<file path="src/verilog/dcache_defs.svh">
`ifndef DCACHE_DEFS_SVH
`define DCACHE_DEFS_SVH

// ========================================
// Cache geometry
// ========================================

// Byte address bits on the processor side
`define DC_ADDR_W 16

// Processor data word
`define DC_WORD_W 32

// Words in one cache line
`define DC_WORDS 4

// Sets per way
`define DC_SETS 16

// Associativity
`define DC_WAYS 4

`endif

</file>
<file path="src/verilog/dcache_pkg.sv">
`default_nettype none
`include "dcache_defs.svh"

package dcache_pkg;
    // Address fields from high to low bits are tag, index, offset and byte
    localparam int BYTE_W = 2;                       // Byte within word
    localparam int OFF_W  = $clog2(`DC_WORDS);
    localparam int IDX_W  = $clog2(`DC_SETS);
    localparam int TAG_W  = `DC_ADDR_W - IDX_W - OFF_W - BYTE_W;
    localparam int WAY_W  = $clog2(`DC_WAYS);
    localparam int LINE_W = `DC_WORD_W * `DC_WORDS;  // Word 0 in low bits

    // Field positions inside a byte address
    localparam int OFF_LSB = BYTE_W;
    localparam int IDX_LSB = OFF_LSB + OFF_W;
    localparam int TAG_LSB = IDX_LSB + IDX_W;

    typedef logic [`DC_ADDR_W-1:0]   addr_t;
    typedef logic [`DC_WORD_W-1:0]   word_t;
    typedef logic [`DC_WORD_W/8-1:0] be_t;
    typedef logic [LINE_W-1:0]       line_t;
    typedef logic [TAG_W-1:0]        tag_t;
    typedef logic [IDX_W-1:0]        index_t;
    typedef logic [OFF_W-1:0]        offset_t;
    typedef logic [WAY_W-1:0]        way_t;
    typedef logic [`DC_WAYS-1:0]     way_mask_t;  // One bit per way

    // Controller states
    typedef enum logic [2:0] {
        IDLE,       // Waiting for a strobe
        LOOKUP,     // Tags and lines out of the RAMs
        WB_REQ,     // Dirty victim going out
        WB_WAIT,    // Waiting for ack release
        FILL_REQ,   // Line read from memory
        FILL_WAIT   // Waiting for ack release, then ready
    } state_t;
endpackage

`default_nettype wire

</file>
<file path="src/verilog/line_merge.sv">
`default_nettype none
`include "dcache_defs.svh"

// Word pick and byte-masked word insert shared by hits and fills
module line_merge import dcache_pkg::*;
(
    input  line_t   base_i,     // Hit line or fill data
    input  offset_t offset_i,   // Word within the line
    input  be_t     be_i,       // All zero on reads
    input  word_t   wdata_i,
    output word_t   word_o,
    output line_t   line_o
);

    localparam int BYTES = `DC_WORD_W / 8;

    // Read path
    assign word_o = base_i[offset_i*`DC_WORD_W +: `DC_WORD_W];

    // Write path with any byte mask
    always_comb
    begin
        line_o = base_i;
        for (int b = 0; b < BYTES; b++)
        begin
            if (be_i[b])
            begin
                line_o[offset_i*`DC_WORD_W + b*8 +: 8] = wdata_i[b*8 +: 8];
            end
        end
    end

endmodule

`default_nettype wire

</file>
<file path="config.mk">
export PLATFORM = sky130hd
export DESIGN_NAME = line_merge
export DESIGN_NICKNAME = d
export VERILOG_FILES = /design/src/verilog/dcache_pkg.sv /design/src/verilog/line_merge.sv
export VERILOG_INCLUDE_DIRS = /design/src /design/src/verilog
export SDC_FILE = /design/constraint.sdc
export NUM_CORES = 1
export LEC_CHECK = 0
export ABC_AREA = 1
export BUFFER_PORTS_ARGS = -buffer_cell sky130_fd_sc_hd__buf_4
export CORE_AREA = 4 4 126 128
export DETAILED_ROUTE_END_ITERATION = 10
export DIE_AREA = 0 0 130 132
export GPL_TIMING_DRIVEN = 1
export PLACE_DENSITY_LB_ADDON = 0.12
export SYNTH_ARGS = -nofsm -noshare
export SYNTH_HDL_FRONTEND = slang
export SYNTH_SLANG_ARGS = --single-unit
</file>
<file path="constraint.sdc">
create_clock -name vclk -period 2.5
set_input_delay 0.25 -clock vclk [all_inputs]
set_output_delay 0.25 -clock vclk [all_outputs]
set_load 0.1 [all_outputs]
</file>
==> reports/results.ini <==
[routing]
drtPass1Iterations = 5
dr.max_layer_used = met4
drt-initial-drc-count = 320
avgViaCountPerCell = 4.47
drc_errors = 0
ant_nets = 0
postRouteWirelength_um = 21200
met3_length_um = 1690
wl_per_cell_um = 14.4
routedLengthMet1_um = 8620
num_vias = 6565
dr_wl_met2_um = 10300

[global_route]
grt_max_degree = 67
overflow = 0
grt_first_pass_wirelength_um = 32000
grt_antenna_before_repair = 0
grt_util_all_layers_pct = 22.6
grt_pass1_vias = 6043

[logic_synthesis]
synth_top_cell_area_share_pct = 56.2
syn-mean-instance-area_um2 = 4.01
synth_nets = 1147
yosysTopAreaCell = nand2_1
netlist_instances = 975
synth_cell_types = 14
ys_warn_count = 0
ys_top_cells_by_area = nand2_1 56%, nor2_1 12%, inv_1 10%, nand3_1 8.2%, or2_2 5.1%
synth_seq_area_share_pct = 0
synth_area_um2 = 3910

[run]
drv_cap = 0

[timing]
rsz0062_at_grt = no
worst_pin_slew_ns = 0.667
slew_violations = 0
fmax_mhz = 427
setup_viol = 0
slew_headroom_pct = 55.5
hold_viol = 0
period_needed_ns = 2.34
fin_ws_ns = 0.157
tns_ns = 0
period_share_pct = 93.7

[pwr]
powerDensity_nw_per_um2 = 388
p_seq_share_pct = 0
swShare_pct = 76.4
clkPwrFrac_pct = 0
comb_power_share_pct = 100.0
ir_drop_mv = 0.175
p_int_uw = 613
p_switching_uw = 1990
leakage_uw = 0.00430

[setup_path]
endpoint_kind = output pin
criticalPathCategory = in -> out
worst_setup_path_start_kind = input pin
crit_path_max_fanout = 12
critPathArrivalTime_ns = 2.09
crit_required_ns = 2.25

[cells_and_area]
syn2layout_area_growth_pct = 71.6
drive_above_1_share_pct = 32.5
seqCellArea_um2 = 0
final_common_cell = nand2_1
final_cells = 1470
layout.nets = 1456
fin_area_um2 = 6710
num_antenna_cells = 0
postLayoutCoreUtil_pct = 45.1
seq_cell_count = 0
layout_common_cells = 563 x nand2_1, 355 x buf_4, 124 x nor2_1
clkbuf_count = 0

[clock_tree]
post-cts-setup-buffer-count = 0
postCtsHoldBufs = 0

[status]
run_status = complete, no violations

[floorplan]
core_region_area_um2 = 14900
die-area_um2 = 17200
chipWidth_um = 130
io_pins = 326
start_util_pct = 26.3
die_y_um = 132
rows = 45

[placed_design]
placed_area_um2 = 6710
gp_congestion = 0.945
dp_cells = 1470
hpwl_um = 16800
dp_slack_ns = 0.0165
port_buffers = 326

[worst_hold_path]
hp-class = in -> out

-- power groups by stage --
stage	registers, uW	clock network, uW	logic (uW)
detailed placement	0	0	2610
finish	0	0	2600
global placement	0	0	2610
global route	0	0	2720
CTS	0	0	2620
floorplan	0	0	1900
-- area by class of cell --
type               count  area [um^2]
inverters            110          413
multi-input cells    815         3360
repair buffers       357         2710
well taps            188          235
fillers             1792         8150
-- Yosys cell counts, drive strengths merged --
cell and n:
a21oi 2, buf 24, clkbuf 26, ha 6
inv 110, nand2 587, nand3 64, nor2 124
or2 32
-- stage by stage --
step,hold slack [ns],power [uW]
after floorplan,0.870,1900
after global placement,0.934,2610
after detailed placement,0.935,2610
after CTS,0.935,2620
after global routing,0.945,2720
final,0.935,2600
-- routing by layer --
layer | up-vias | track usage (%)
li1 | 3458 | -
met3 | 37 | 3.53
met5 | - | 0
met1 | 2833 | 28.4
met4 | 0 | 5.20
met2 | 237 | 40.1
-- worst paths after layout --
check / start / depth (start not counted) / endpoint / slack, ns
max: offset_i[1] / 9 / line_o[102] / 0.16
min: base_i[47] / 4 / line_o[47] / 0.94
-- what timing repair did --
item,4_1_cts,5_1_grt
setup endpoints to repair,0,8
hold endpoints to repair,0,0
resized for setup,0,1
-- worst max-delay path: stages --
cell and delay [ns]:
buf_4 0.19, buf_4 0.21, ha_1 0.45, nand2_2 0.24
nor2_1 0.15, buf_4 0.18, nand2_1 0.07, nand2_1 0.06
buf_4 0.28
-- cells by family after synthesis --
group	after synthesis	share of synthesized area (%)
compound gates	2	0.352
fa+ha+maj	6	1.92
buf+inv	160	16.1
simple gates	807	81.6
No activity file was read; power rests on OpenSTA's default activity.
