**config.mk**
```make
export PLATFORM = sky130hd
export DESIGN_NAME = fifo_victim
export DESIGN_NICKNAME = d
export VERILOG_FILES = /design/src/verilog/dcache_pkg.sv /design/src/verilog/fifo_victim.sv
export VERILOG_INCLUDE_DIRS = /design/src /design/src/verilog
export SDC_FILE = /design/constraint.sdc
export NUM_CORES = 1
export LEC_CHECK = 0
export ABC_AREA = 1
export BUFFER_PORTS_ARGS = -buffer_cell sky130_fd_sc_hd__buf_2
export CAP_MARGIN = 30
export CORE_UTILIZATION = 40
export CTS_BUF_LIST = sky130_fd_sc_hd__clkbuf_2 sky130_fd_sc_hd__clkbuf_4 sky130_fd_sc_hd__clkbuf_8
export DETAILED_ROUTE_END_ITERATION = 7
export RECOVER_POWER = 50
export SYNTH_ARGS = -nofsm -noshare
export SYNTH_HDL_FRONTEND = slang
export SYNTH_SLANG_ARGS = --single-unit
export TNS_END_PERCENT = 5
```
**constraint.sdc**
```tcl
create_clock -name clk -period 3.7 [get_ports clk]
set_input_delay 0.185 -clock clk [delete_from_list [all_inputs] [get_ports clk]]
set_output_delay 0.185 -clock clk [all_outputs]
set_load 0.05 [all_outputs]
```
**src/verilog/dcache_defs.svh**
```systemverilog
`ifndef DCACHE_DEFS_SVH
`define DCACHE_DEFS_SVH

// ========================================
// Cache geometry
// ========================================

// Byte address bits on the processor side
`define DC_ADDR_W 16

// Processor data word
`define DC_WORD_W 32

// Words in one cache line
`define DC_WORDS 4

// Sets per way
`define DC_SETS 16

// Associativity
`define DC_WAYS 4

`endif

```
**src/verilog/dcache_pkg.sv**
```systemverilog
`default_nettype none
`include "dcache_defs.svh"

package dcache_pkg;
    // Address fields from high to low bits are tag, index, offset and byte
    localparam int BYTE_W = 2;                       // Byte within word
    localparam int OFF_W  = $clog2(`DC_WORDS);
    localparam int IDX_W  = $clog2(`DC_SETS);
    localparam int TAG_W  = `DC_ADDR_W - IDX_W - OFF_W - BYTE_W;
    localparam int WAY_W  = $clog2(`DC_WAYS);
    localparam int LINE_W = `DC_WORD_W * `DC_WORDS;  // Word 0 in low bits

    // Field positions inside a byte address
    localparam int OFF_LSB = BYTE_W;
    localparam int IDX_LSB = OFF_LSB + OFF_W;
    localparam int TAG_LSB = IDX_LSB + IDX_W;

    typedef logic [`DC_ADDR_W-1:0]   addr_t;
    typedef logic [`DC_WORD_W-1:0]   word_t;
    typedef logic [`DC_WORD_W/8-1:0] be_t;
    typedef logic [LINE_W-1:0]       line_t;
    typedef logic [TAG_W-1:0]        tag_t;
    typedef logic [IDX_W-1:0]        index_t;
    typedef logic [OFF_W-1:0]        offset_t;
    typedef logic [WAY_W-1:0]        way_t;
    typedef logic [`DC_WAYS-1:0]     way_mask_t;  // One bit per way

    // Controller states
    typedef enum logic [2:0] {
        IDLE,       // Waiting for a strobe
        LOOKUP,     // Tags and lines out of the RAMs
        WB_REQ,     // Dirty victim going out
        WB_WAIT,    // Waiting for ack release
        FILL_REQ,   // Line read from memory
        FILL_WAIT   // Waiting for ack release, then ready
    } state_t;
endpackage

`default_nettype wire

```
**src/verilog/fifo_victim.sv**
```systemverilog
`default_nettype none
`include "dcache_defs.svh"

// Round-robin victim pointer per set
module fifo_victim import dcache_pkg::*;
(
    input  logic   clk,
    input  logic   rst,
    input  index_t index_i,
    input  logic   advance_i,   // Fill of this set done
    output way_t   victim_o
);

    way_t cnt_q [`DC_SETS];  // Next way to replace

    always_ff @(posedge clk)
    begin
        if (rst)
        begin
            for (int s = 0; s < `DC_SETS; s++)
            begin
                cnt_q[s] <= '0;
            end
        end
        else if (advance_i)
        begin
            // Oldest fill is next out
            cnt_q[index_i] <= cnt_q[index_i] + 1'b1;  // Wraps after last way
        end
    end

    // Combinational lookup for the current set
    assign victim_o = cnt_q[index_i];

endmodule

`default_nettype wire

```
==> summary.md <==
| Metric | Value |
|---|---|
| DR DRC count | `0` |
| Ys Warns | `0` |
| Mapped Cells | `213` |
| Worst slew margin | `35.0%` |
| Number of H-tree levels | `2` |
| Cts hold-fix bufs | `0` |
| WS Path Type | `input port to output pin` |
| Worst vdd ir | `0.202 mV` |
| # rows | `23` |
| Hold slack | `460 ps` |
| HP Start | `index_i[3]` |
| Initial antenna violation count | `0` |
| Vias in the first global route | `1095` |
| Top-count cell post-synth | `nand2_1` |
| Max cap viols | `0` |
| First-pass detailed-route iteration total | `4` |
| Clk pwr share | `30.9%` |
| Nets | `228` |
| Biggest register | `cnt_q` |
| GPL Wtd Cong | `0.771` |
| Final Hold Fails | `0` |
| Top post-synthesis cells by count | `nand2_1, edfxtp_1, nor2_1` |
| Pint | `0.557 mW` |
| Reg2reg setup slack | `1620 ps` |
| Async SR Flop Fraction | `0%` |
| Max Clk Rate | `391 MHz` |
| Critical path buffer and inverter count | `4` |
| Clk slew on worst S/H paths | `60 ps` |
| Max-slew violations | `0` |
| CTS Sinks | `32` |
| Slowest stage cell on the critical path | `clkbuf_1` |
| Worst setup EP type | `output pin` |
| Primary FF master, synth | `edfxtp_1` |
| Clock latency on the worst-skew pair | `280 ps` |
| Core area | `4090 µm²` |
| DP Wirelength | `2.37 mm` |
| Setup_tns | `0 ps` |
| Power per Cell Area | `406 nW/µm²` |
| Skew final | `7.77 ps` |
| Clock Path Buffers | `2` |
| Die area | `4630 µm²` |
| Max reg flops | `32` |
| Crit Path Max Fanout | `19` |
| Tmin final | `2560 ps` |
| CTS tree | `built` |
| Status | `finished, final reports clean` |
| I/O pin cnt | `9` |
| Die Span Y | `68.1 µm` |
| Diode count | `0` |
| Worst stage delay on the critical path | `710 ps` |
| Synth unique cells | `16` |
| TritonCTS buffer count | `5` |
| Initial core utilization | `42.7%` |
| Leading registers by flop count | `cnt_q: 32 flops` |
| Hold path cells | `4` |
| Worst R2R End | `cnt_q[0][1]` |
| Number of gates resized after cts | `0` |
| Avg Inst Size Synth | `8.19 µm²` |
| Worst r2r src | `cnt_q[11][0]` |
| Setup Viol. Count Final | `0` |
| Sequential share of the synthesized area | `55.1%` |
| Sw Ratio | `25.9%` |
| Hold Path Class | `input port to register` |
| Least-Margin Pin Slew | `976 ps` |
| Delay-heaviest family, CP | `buffers and inverters` |
| Total Wirelength | `3.48 mm` |
| Avg WL per Cell | `12.9 µm` |
| Initial DRC Count | `83` |
| Gr usage total | `16.9%` |
| Worst setup SP type | `input port` |
| Comb power frac | `13.4%` |
| Tcrit/Tclk final | `69.1%` |
| Routed Antenna Nets | `0` |
| Syn Nets | `220` |
| Data required, critical path | `3510 ps` |
| EDFF count, synth | `32` |
| Largest net degree at the start of global routing | `20` |
| Switch Pwr | `0.194 mW` |
| Crit path arrival time | `2370 ps` |
| PortBufs | `8` |
| Worst reg-to-reg path cell count | `11` |
| Vias per inst | `4.78` |
| Post-CTS Setup Bufs | `0` |
| Ranking of synthesized cells by area | `edfxtp_1, nand2_1, nor2_1` |
| Largest area contributor in the netlist | `edfxtp_1` |
| Yosys reg bits | `32` |
| Share of layout cells above drive strength 1 | `15.1%` |
| RSZ-0062 raised after global routing | `no` |
| Root Driver | `clkbuf_8` |
| First-pass GRT wire length | `5.35 mm` |
| GRT overflow | `0` |
| Post-Syn Area | `1750 µm²` |
| Hold EP | `cnt_q[4][0]` |
| Overall Power | `0.751 mW` |
| Layout fillers | `422` |
| Pleak | `0.824 nW` |
| Post-synth top area share | `55.1%` |
| Area Growth Syn to Fin | `5.95%` |
| Die width | `68.1 µm` |
| Critical path cell sequence | `clkbuf_1, inv_6, nand2_1, nand2_1, nand2_1, nand2_1, nand2_1, nand2_1, inv_1, nand2_1, buf_2` |
| Most numerous cell on the critical path | `nand2_1` |
| DR vias | `1285` |
| Sequential power share | `55.7%` |
==> metal layers <==
metal,vias up,part of all wire [%],track usage (%)
met5,-,0,0
li1,674,-,-
met4,0,1.5,6.25
met1,575,51,24.9
met2,30,43,23.0
met3,6,4.5,5.00
==> cell type report <==
type	instances	area, µm²	area share, %
clock buffer	5	68.8	3.72
inverter	10	42.5	2.30
multi-input combinational	164	678	36.7
sequential	32	961	52.0
tap	50	62.6	3.38
timing repair buffer	8	36.3	1.96
==> power groups by stage <==
stage / sequential, mW / combinational, mW / clock (mW)
2_1_floorplan: 0.424 / 0.0852 / 0
3_3_place_gp: 0.426 / 0.101 / 0
3_5_place_dp: 0.426 / 0.102 / 0
4_1_cts: 0.419 / 0.102 / 0.237
5_1_grt: 0.420 / 0.111 / 0.251
6_report: 0.419 / 0.100 / 0.232
==> worst max path at each step <==
stage                        end  slack (ps)  cells after the start  startpoint
finish               victim_o[0]        1140                     11  index_i[0]
global route         victim_o[0]         970                     11  index_i[0]
CTS                  victim_o[0]        1770                     11  index_i[0]
detailed placement   cnt_q[4][1]        1590                     13  index_i[0]
global placement     cnt_q[3][1]        1640                     13  index_i[0]
floorplan           cnt_q[10][1]        1990                     15  index_i[0]
==> layout by cell type (no fill, tap or decap) <==
| cell | n |
|---|---|
| clkbuf_8 | 5 |
| clkbuf_1 | 3 |
| nor3_1 | 4 |
| inv_6 | 1 |
| edfxtp_1 | 32 |
| buf_2 | 5 |
| nor2_1 | 27 |
| inv_2 | 1 |
| clkinv_1 | 2 |
| inv_1 | 6 |
| nand2_1 | 112 |
| nand2_2 | 10 |
| nand2_4 | 1 |
| nor2_2 | 10 |
==> logic make-up after synthesis <==
| family | synth area share (%) |
|---|---|
| buffers and inverters | 5.95 |
| DFF | 55.1 |
| and+or+nand+nor | 39.0 |
==> worst register-to-register path, stage by stage (launching register included) <==
cell	delay, ps
edfxtp_1	350
nand2_1	60
nand2_1	100
nand2_1	50
nand2_1	80
nand2_1	40
nand2_1	100
inv_1	50
nand2_1	530
nand2_2	140
nand2_4	260
nor2_1	70
==> metrics by stage <==
stage          instance area [µm²]  util, %  std cells  setup slack (ps)
2_1_floorplan                 1750        -        213              1990
3_3_place_gp                  1790     43.7        264              1640
3_5_place_dp                  1790     43.7        264              1590
4_1_cts                       1860     45.4        269              1770
5_1_grt                       1850     45.3        269               970
6_report                      1850     45.3        269              1140
(Power assumes the default switching activity.)
