$ cat config.mk
export PLATFORM = sky130hd
export DESIGN_NAME = dcache_ctrl
export DESIGN_NICKNAME = d
export VERILOG_FILES = /design/src/verilog/dcache_pkg.sv /design/src/verilog/dcache_ctrl.sv
export VERILOG_INCLUDE_DIRS = /design/src /design/src/verilog
export SDC_FILE = /design/constraint.sdc
export NUM_CORES = 1
export LEC_CHECK = 0
export CAP_MARGIN = 15
export CORE_AREA = 8 8 378 380
export CTS_CLUSTER_SIZE = 12
export DETAILED_ROUTE_END_ITERATION = 6
export DIE_AREA = 0 0 386 388
export DONT_BUFFER_PORTS = 1
export MAX_ROUTING_LAYER = met4
export PLACE_DENSITY = 0.33
export SKIP_LAST_GASP = 1
export SLEW_MARGIN = 20
export SYNTH_ARGS = -nofsm -noshare
export SYNTH_HDL_FRONTEND = slang
export SYNTH_SLANG_ARGS = --single-unit
$ cat constraint.sdc
create_clock -name clk -period 39.9 [get_ports clk]
set_input_delay 9.975 -clock clk [delete_from_list [all_inputs] [get_ports clk]]
set_output_delay 9.975 -clock clk [all_outputs]
set_load 0.02 [all_outputs]
$ cat src/verilog/dcache_defs.svh
`ifndef DCACHE_DEFS_SVH
`define DCACHE_DEFS_SVH

// ========================================
// Cache geometry
// ========================================

// Byte address bits on the processor side
`define DC_ADDR_W 16

// Processor data word
`define DC_WORD_W 32

// Words in one cache line
`define DC_WORDS 4

// Sets per way
`define DC_SETS 16

// Associativity
`define DC_WAYS 4

`endif

$ cat src/verilog/dcache_pkg.sv
`default_nettype none
`include "dcache_defs.svh"

package dcache_pkg;
    // Address fields from high to low bits are tag, index, offset and byte
    localparam int BYTE_W = 2;                       // Byte within word
    localparam int OFF_W  = $clog2(`DC_WORDS);
    localparam int IDX_W  = $clog2(`DC_SETS);
    localparam int TAG_W  = `DC_ADDR_W - IDX_W - OFF_W - BYTE_W;
    localparam int WAY_W  = $clog2(`DC_WAYS);
    localparam int LINE_W = `DC_WORD_W * `DC_WORDS;  // Word 0 in low bits

    // Field positions inside a byte address
    localparam int OFF_LSB = BYTE_W;
    localparam int IDX_LSB = OFF_LSB + OFF_W;
    localparam int TAG_LSB = IDX_LSB + IDX_W;

    typedef logic [`DC_ADDR_W-1:0]   addr_t;
    typedef logic [`DC_WORD_W-1:0]   word_t;
    typedef logic [`DC_WORD_W/8-1:0] be_t;
    typedef logic [LINE_W-1:0]       line_t;
    typedef logic [TAG_W-1:0]        tag_t;
    typedef logic [IDX_W-1:0]        index_t;
    typedef logic [OFF_W-1:0]        offset_t;
    typedef logic [WAY_W-1:0]        way_t;
    typedef logic [`DC_WAYS-1:0]     way_mask_t;  // One bit per way

    // Controller states
    typedef enum logic [2:0] {
        IDLE,       // Waiting for a strobe
        LOOKUP,     // Tags and lines out of the RAMs
        WB_REQ,     // Dirty victim going out
        WB_WAIT,    // Waiting for ack release
        FILL_REQ,   // Line read from memory
        FILL_WAIT   // Waiting for ack release, then ready
    } state_t;
endpackage

`default_nettype wire

$ cat src/verilog/dcache_ctrl.sv
`default_nettype none

module dcache_ctrl import dcache_pkg::*;
(
    input  logic      clk,
    input  logic      rst,
    // Processor side
    input  logic      p_strobe_i,
    input  logic      p_rw_i,           // 1 for write
    input  addr_t     p_addr_i,
    input  be_t       p_be_i,
    input  word_t     p_wdata_i,
    // Way array, victim and merge results
    input  logic      hit_i,
    input  way_t      hit_way_i,
    input  line_t     hit_line_i,
    input  logic      vic_dirty_i,
    input  tag_t      vic_tag_i,
    input  line_t     vic_line_i,
    input  way_t      victim_i,
    input  word_t     merged_word_i,
    input  line_t     merged_line_i,
    // Memory side inputs
    input  logic      mem_ack_i,
    input  line_t     mem_rdata_i,
    // Datapath control
    output index_t    index_o,
    output tag_t      tag_o,
    output offset_t   offset_o,
    output be_t       be_o,
    output word_t     wdata_o,
    output line_t     base_line_o,
    output way_mask_t we_o,
    output logic      set_valid_o,
    output logic      set_dirty_o,
    output logic      clear_dirty_o,
    output logic      fill_done_o,
    // Processor outputs
    output logic      p_ready_o,
    output word_t     p_rdata_o,
    // Memory outputs
    output logic      mem_req_o,
    output logic      mem_we_o,
    output addr_t     mem_addr_o,
    output line_t     mem_wdata_o
);

    state_t  state_q;
    logic    rw_q;          // Request registers
    tag_t    tag_q;
    index_t  index_q;
    offset_t offset_q;
    be_t     be_q;
    word_t   wdata_q;
    line_t   fill_q;        // Filled line after the merge
    logic    hit_wr;
    logic    fill_wr;
    addr_t   fill_addr;
    addr_t   wb_addr;

    // ========================================
    // Datapath steering
    // ========================================
    assign hit_wr  = (state_q == LOOKUP) && hit_i && rw_q;
    assign fill_wr = (state_q == FILL_REQ) && mem_ack_i;    // Fill lands with ack

    assign fill_addr = {tag_q, index_q, {(OFF_W + BYTE_W){1'b0}}};
    assign wb_addr   = {vic_tag_i, index_q, {(OFF_W + BYTE_W){1'b0}}};

    // RAM read starts in IDLE straight from the bus
    assign index_o  = (state_q == IDLE) ? p_addr_i[IDX_LSB +: IDX_W] : index_q;
    assign tag_o    = tag_q;
    assign offset_o = offset_q;
    assign be_o     = rw_q ? be_q : '0;   // Reads leave the line untouched
    assign wdata_o  = wdata_q;

    assign we_o = hit_wr  ? way_mask_t'(1) << hit_way_i :
                  fill_wr ? way_mask_t'(1) << victim_i  : '0;
    assign set_valid_o   = fill_wr;
    assign set_dirty_o   = hit_wr || (fill_wr && rw_q);
    assign clear_dirty_o = fill_wr && !rw_q;
    assign fill_done_o   = fill_wr;     // Advances the set's FIFO

    always_comb
    begin
        case (state_q)
            FILL_REQ:  base_line_o = mem_rdata_i;
            FILL_WAIT: base_line_o = fill_q;
            default:   base_line_o = hit_line_i;
        endcase
    end

    // ========================================
    // State machine
    // ========================================
    always_ff @(posedge clk)
    begin
        if (rst)
        begin
            state_q   <= IDLE;
            p_ready_o <= 1'b0;
            mem_req_o <= 1'b0;
            mem_we_o  <= 1'b0;
        end
        else
        begin
            p_ready_o <= 1'b0;  // One-cycle pulse
            case (state_q)
                IDLE:
                    if (p_strobe_i)
                        state_q <= LOOKUP;
                LOOKUP:
                    if (hit_i)
                    begin
                        p_ready_o <= 1'b1;
                        state_q   <= IDLE;
                    end
                    else
                    begin
                        mem_req_o <= 1'b1;
                        mem_we_o  <= vic_dirty_i;           // Write-back first
                        state_q   <= vic_dirty_i ? WB_REQ : FILL_REQ;
                    end
                WB_REQ:
                    if (mem_ack_i)
                    begin
                        mem_req_o <= 1'b0;
                        state_q   <= WB_WAIT;
                    end
                WB_WAIT:
                    if (!mem_ack_i)
                    begin
                        mem_req_o <= 1'b1;                  // Fill read
                        mem_we_o  <= 1'b0;
                        state_q   <= FILL_REQ;
                    end
                FILL_REQ:
                    if (mem_ack_i)
                    begin
                        mem_req_o <= 1'b0;
                        state_q   <= FILL_WAIT;
                    end
                FILL_WAIT:
                    if (!mem_ack_i)
                    begin
                        p_ready_o <= 1'b1;
                        state_q   <= IDLE;
                    end
                default:
                    state_q <= IDLE;
            endcase
        end
    end

    // Request, memory payload and read data registers
    always_ff @(posedge clk)
    begin
        if ((state_q == IDLE) && p_strobe_i)
        begin
            rw_q     <= p_rw_i;
            tag_q    <= p_addr_i[TAG_LSB +: TAG_W];
            index_q  <= p_addr_i[IDX_LSB +: IDX_W];
            offset_q <= p_addr_i[OFF_LSB +: OFF_W];
            be_q     <= p_be_i;
            wdata_q  <= p_wdata_i;
        end
        if ((state_q == LOOKUP) && !hit_i)
        begin
            mem_addr_o  <= vic_dirty_i ? wb_addr : fill_addr;
            mem_wdata_o <= vic_line_i;      // Ignored on a clean miss
        end
        if ((state_q == WB_WAIT) && !mem_ack_i)
            mem_addr_o <= fill_addr;
        if (fill_wr)
            fill_q <= merged_line_i;
        if (!rw_q && (((state_q == LOOKUP) && hit_i) ||
                      ((state_q == FILL_WAIT) && !mem_ack_i)))
            p_rdata_o <= merged_word_i;     // Held until the next read completes
    end

    // Memory must see a steady request until it acknowledges
    a_req_stable: assert property (@(posedge clk) disable iff (rst)
        mem_req_o && !mem_ack_i |=> mem_req_o && $stable(mem_addr_o) &&
                                    $stable(mem_we_o) && $stable(mem_wdata_o))
        else $error("dcache_ctrl: memory request changed before ack");

    // One outstanding request per processor
    a_strobe_idle: assert property (@(posedge clk) disable iff (rst)
        p_strobe_i |-> state_q == IDLE)
        else $error("dcache_ctrl: strobe while busy");

endmodule

`default_nettype wire

==> impl_metrics.ini <==
[critical_path]
arrival_ns = 11.40
path_class = input port to output pin
cp_top_family = buffers and inverters
cp_cell_sequence = nand4bb_1 -> inv_6 -> nand2_1 -> o22ai_1
critPathMaxFanout = 35
path_buf_inv = 1
crit_slowest_cell = inv_6
start_kind = input port
worst_ep_required_time_ns = 29.92
crit_path_end_kind = output pin
slowest_delay_ns = 0.53

[synth]
synthFlopType = edfxtp_1
syn_area_um2 = 13900
netlist_instances = 866
synth_warnings = 0
avgSynthCellArea_um2 = 16.1
ys_seq_area_share_pct = 76.6
synth_edf_count = 351
async_flop_share_pct = 0
ys_ff_latch = 357
ys_types = 40

[sta]
fin_ws_ns = 18.53
fin_crit_sh_pct = 53.6
hold_viol = 0
period_needed_ns = 21.37
fin_skew_ns = 0.0234
worst_pin_slew_ns = 1.10
max_slew_margin_pct = 26.1
setup_tns_ns = 0
max_clock_freq_mhz = 46.8
finalSetupViolCount = 0
finalMaxSlewViolations = 0
rsz0062_at_grt = no

[layout]
drive_above_1_share_pct = 10.8
fin_area_um2 = 17500
area_delta_synth_final_pct = 26.1
nets = 1493

[floorplan]
start_util_pct = 10.2
die_h_um = 388
die-area_um2 = 150000
ios = 980
coreArea_um2 = 137000
rows = 136
fp.dieW_um = 386

[cts]
cts.sinks = 357
post_cts_buffers = 0
cts_tree = built
ctsResizeCount = 0
cts_buffers = 46
cts.root.buffer_cell = clkbuf_16
clk_pin_slew_ns = 0.06
hold_buffers = 0
clockBufferDepth = 3
clkLatencyLatePin_ns = 0.61
htree_num_levels = 2

[global_route]
grt_max_degree = 107
grt.overflow.total = 0
grt_pass1_wl_mm = 96.0
grt_pass1_vias = 8325
antenna_found_initial = 116
groute.usage.overall_pct = 10.2

[detailed_routing]
drc = 0
routedWlPerCell_um = 29.4
dr_total_vias = 8173
ant_nets = 0
first_pass_iters = 5
initialDrtViolationCount = 519
wl_mm = 80.3
vias_per_cell = 3.00

[flow_run]
cap_violations = 0

[place]
placed_area_um2 = 16000
place_ws_ns = 18.48
place_congestion = 0.836
dp_hpwl_mm = 68.0
port_buffers = 0

[status]
status = complete, no violations

[power_and_ir_drop]
power_density_nw_per_um2 = 54.8
p_leak_nw = 5.34
ir_worst_vdd_mv = 0.0282

[worst_hold_path]
hold_class = register to register
[registers in the layout, indices dropped and copies added, names as in the netlist, 2 cells and up]
name / count
fill_q: 128
mem_wdata_o: 128
p_rdata_o: 32
wdata_o: 32
mem_addr_o: 12
tag_o: 8
be_q: 4
index_q: 4
state_q: 3
offset_o: 2
[worst paths after layout]
check              from             to  slack [ns]  depth (start not counted)
max           mem_ack_i        we_o[3]       18.53                          4
min          index_q[2]  mem_addr_o[6]        0.45                          0
max reg2reg  state_q[0]     fill_q[49]       36.28                          5
min reg2reg  index_q[2]  mem_addr_o[6]        0.45                          0
[cells by family (layout without fill, tap and decap cells)]
logic type / Yosys count / after routing / share of synthesized area (%)
flops: 357 / 357 / 76.6
simple gates: 169 / 169 / 5.34
compound gates: 144 / 144 / 5.39
mux: 140 / 140 / 10.2
buf+inv: 55 / 100 / 2.43
other cells: 1 / 24 / 0.0270
[cells in the mapped netlist (3+ instances only)]
cell type    n  area (µm²)
edfxtp_1   351       10500
nand2_1    132         495
mux2i_1    128        1280
o21ai_0     91         455
o21ai_1     40         200
buf_4       18         135
buf_2       15        75.1
clkbuf_1    13        48.8
mux2_2       8        90.1
nor2_1       7        26.3
buf_6        6        67.6
dfxtp_1      6         120
and2_1       5        31.3
a21oi_1      4        20.0
mux2_1       4        45.0
nand2b_1     4        25.0
inv_1        3        11.3
nor2b_1      3        18.8
nor3b_1      3        22.5
[power breakdown]
part / total [mW] / switching (mW) / internal (mW)
Sequential: 0.460 / 0.0271 / 0.433
Clock: 0.421 / 0.178 / 0.243
Combinational: 0.0798 / 0.0604 / 0.0194
Total: 0.961 / 0.265 / 0.696
[cell usage in the layout, fill, tap and decap left out, types with 3 or more instances in the layout]
master      count
conb_1          4
diode_2        20
nand2_1       132
inv_6           3
clkinv_2        5
nor2_1          6
buf_4          13
a21oi_1         4
o21ai_0        90
nor2b_1         3
clkinv_1       10
clkinvlp_4      4
dfxtp_1         5
mux2i_1       128
o21ai_1        41
clkinv_4        3
edfxtp_1      351
clkbuf_16      47
nand2b_1        4
mux2_1          4
mux2_2          8
clkbuf_1        7
bufinv_16       4
and2_1          4
[routing by layer]
| layer | vias to the layer above | share of wire, % | track usage, % |
|---|---|---|---|
| met5 | - | 0 | - |
| met3 | 253 | 16 | 6.79 |
| li1 | 3311 | - | - |
| met1 | 3785 | 29 | 8.59 |
| met2 | 824 | 52 | 18.5 |
| met4 | 0 | 3.1 | 2.19 |
[area by class of cell]
cell class              instances  area (µm²)
well taps                    1794        2240
inverters                       3        16.3
clock inverters                30         317
clock buffers                  54        1200
repair buffers                 13        97.6
multi-input cells             457        2940
diodes                         20        50.0
flip-flops and latches        357       10700
fillers                     15200      119000
[metrics by stage]
| step | total power, mW | hold slack, ns | std cells | util, % |
|---|---|---|---|---|
| floorplan | 0.527 | 0.419 | 869 | - |
| global placement | 0.550 | 0.435 | 2624 | 11.7 |
| detailed placement | 0.550 | 0.441 | 2624 | 11.7 |
| CTS | 0.983 | 0.454 | 2708 | 12.8 |
| global route | 0.998 | 0.468 | 2715 | 12.8 |
| finish | 0.961 | 0.452 | 2728 | 12.8 |
No activity file was read; power rests on OpenSTA's default activity.
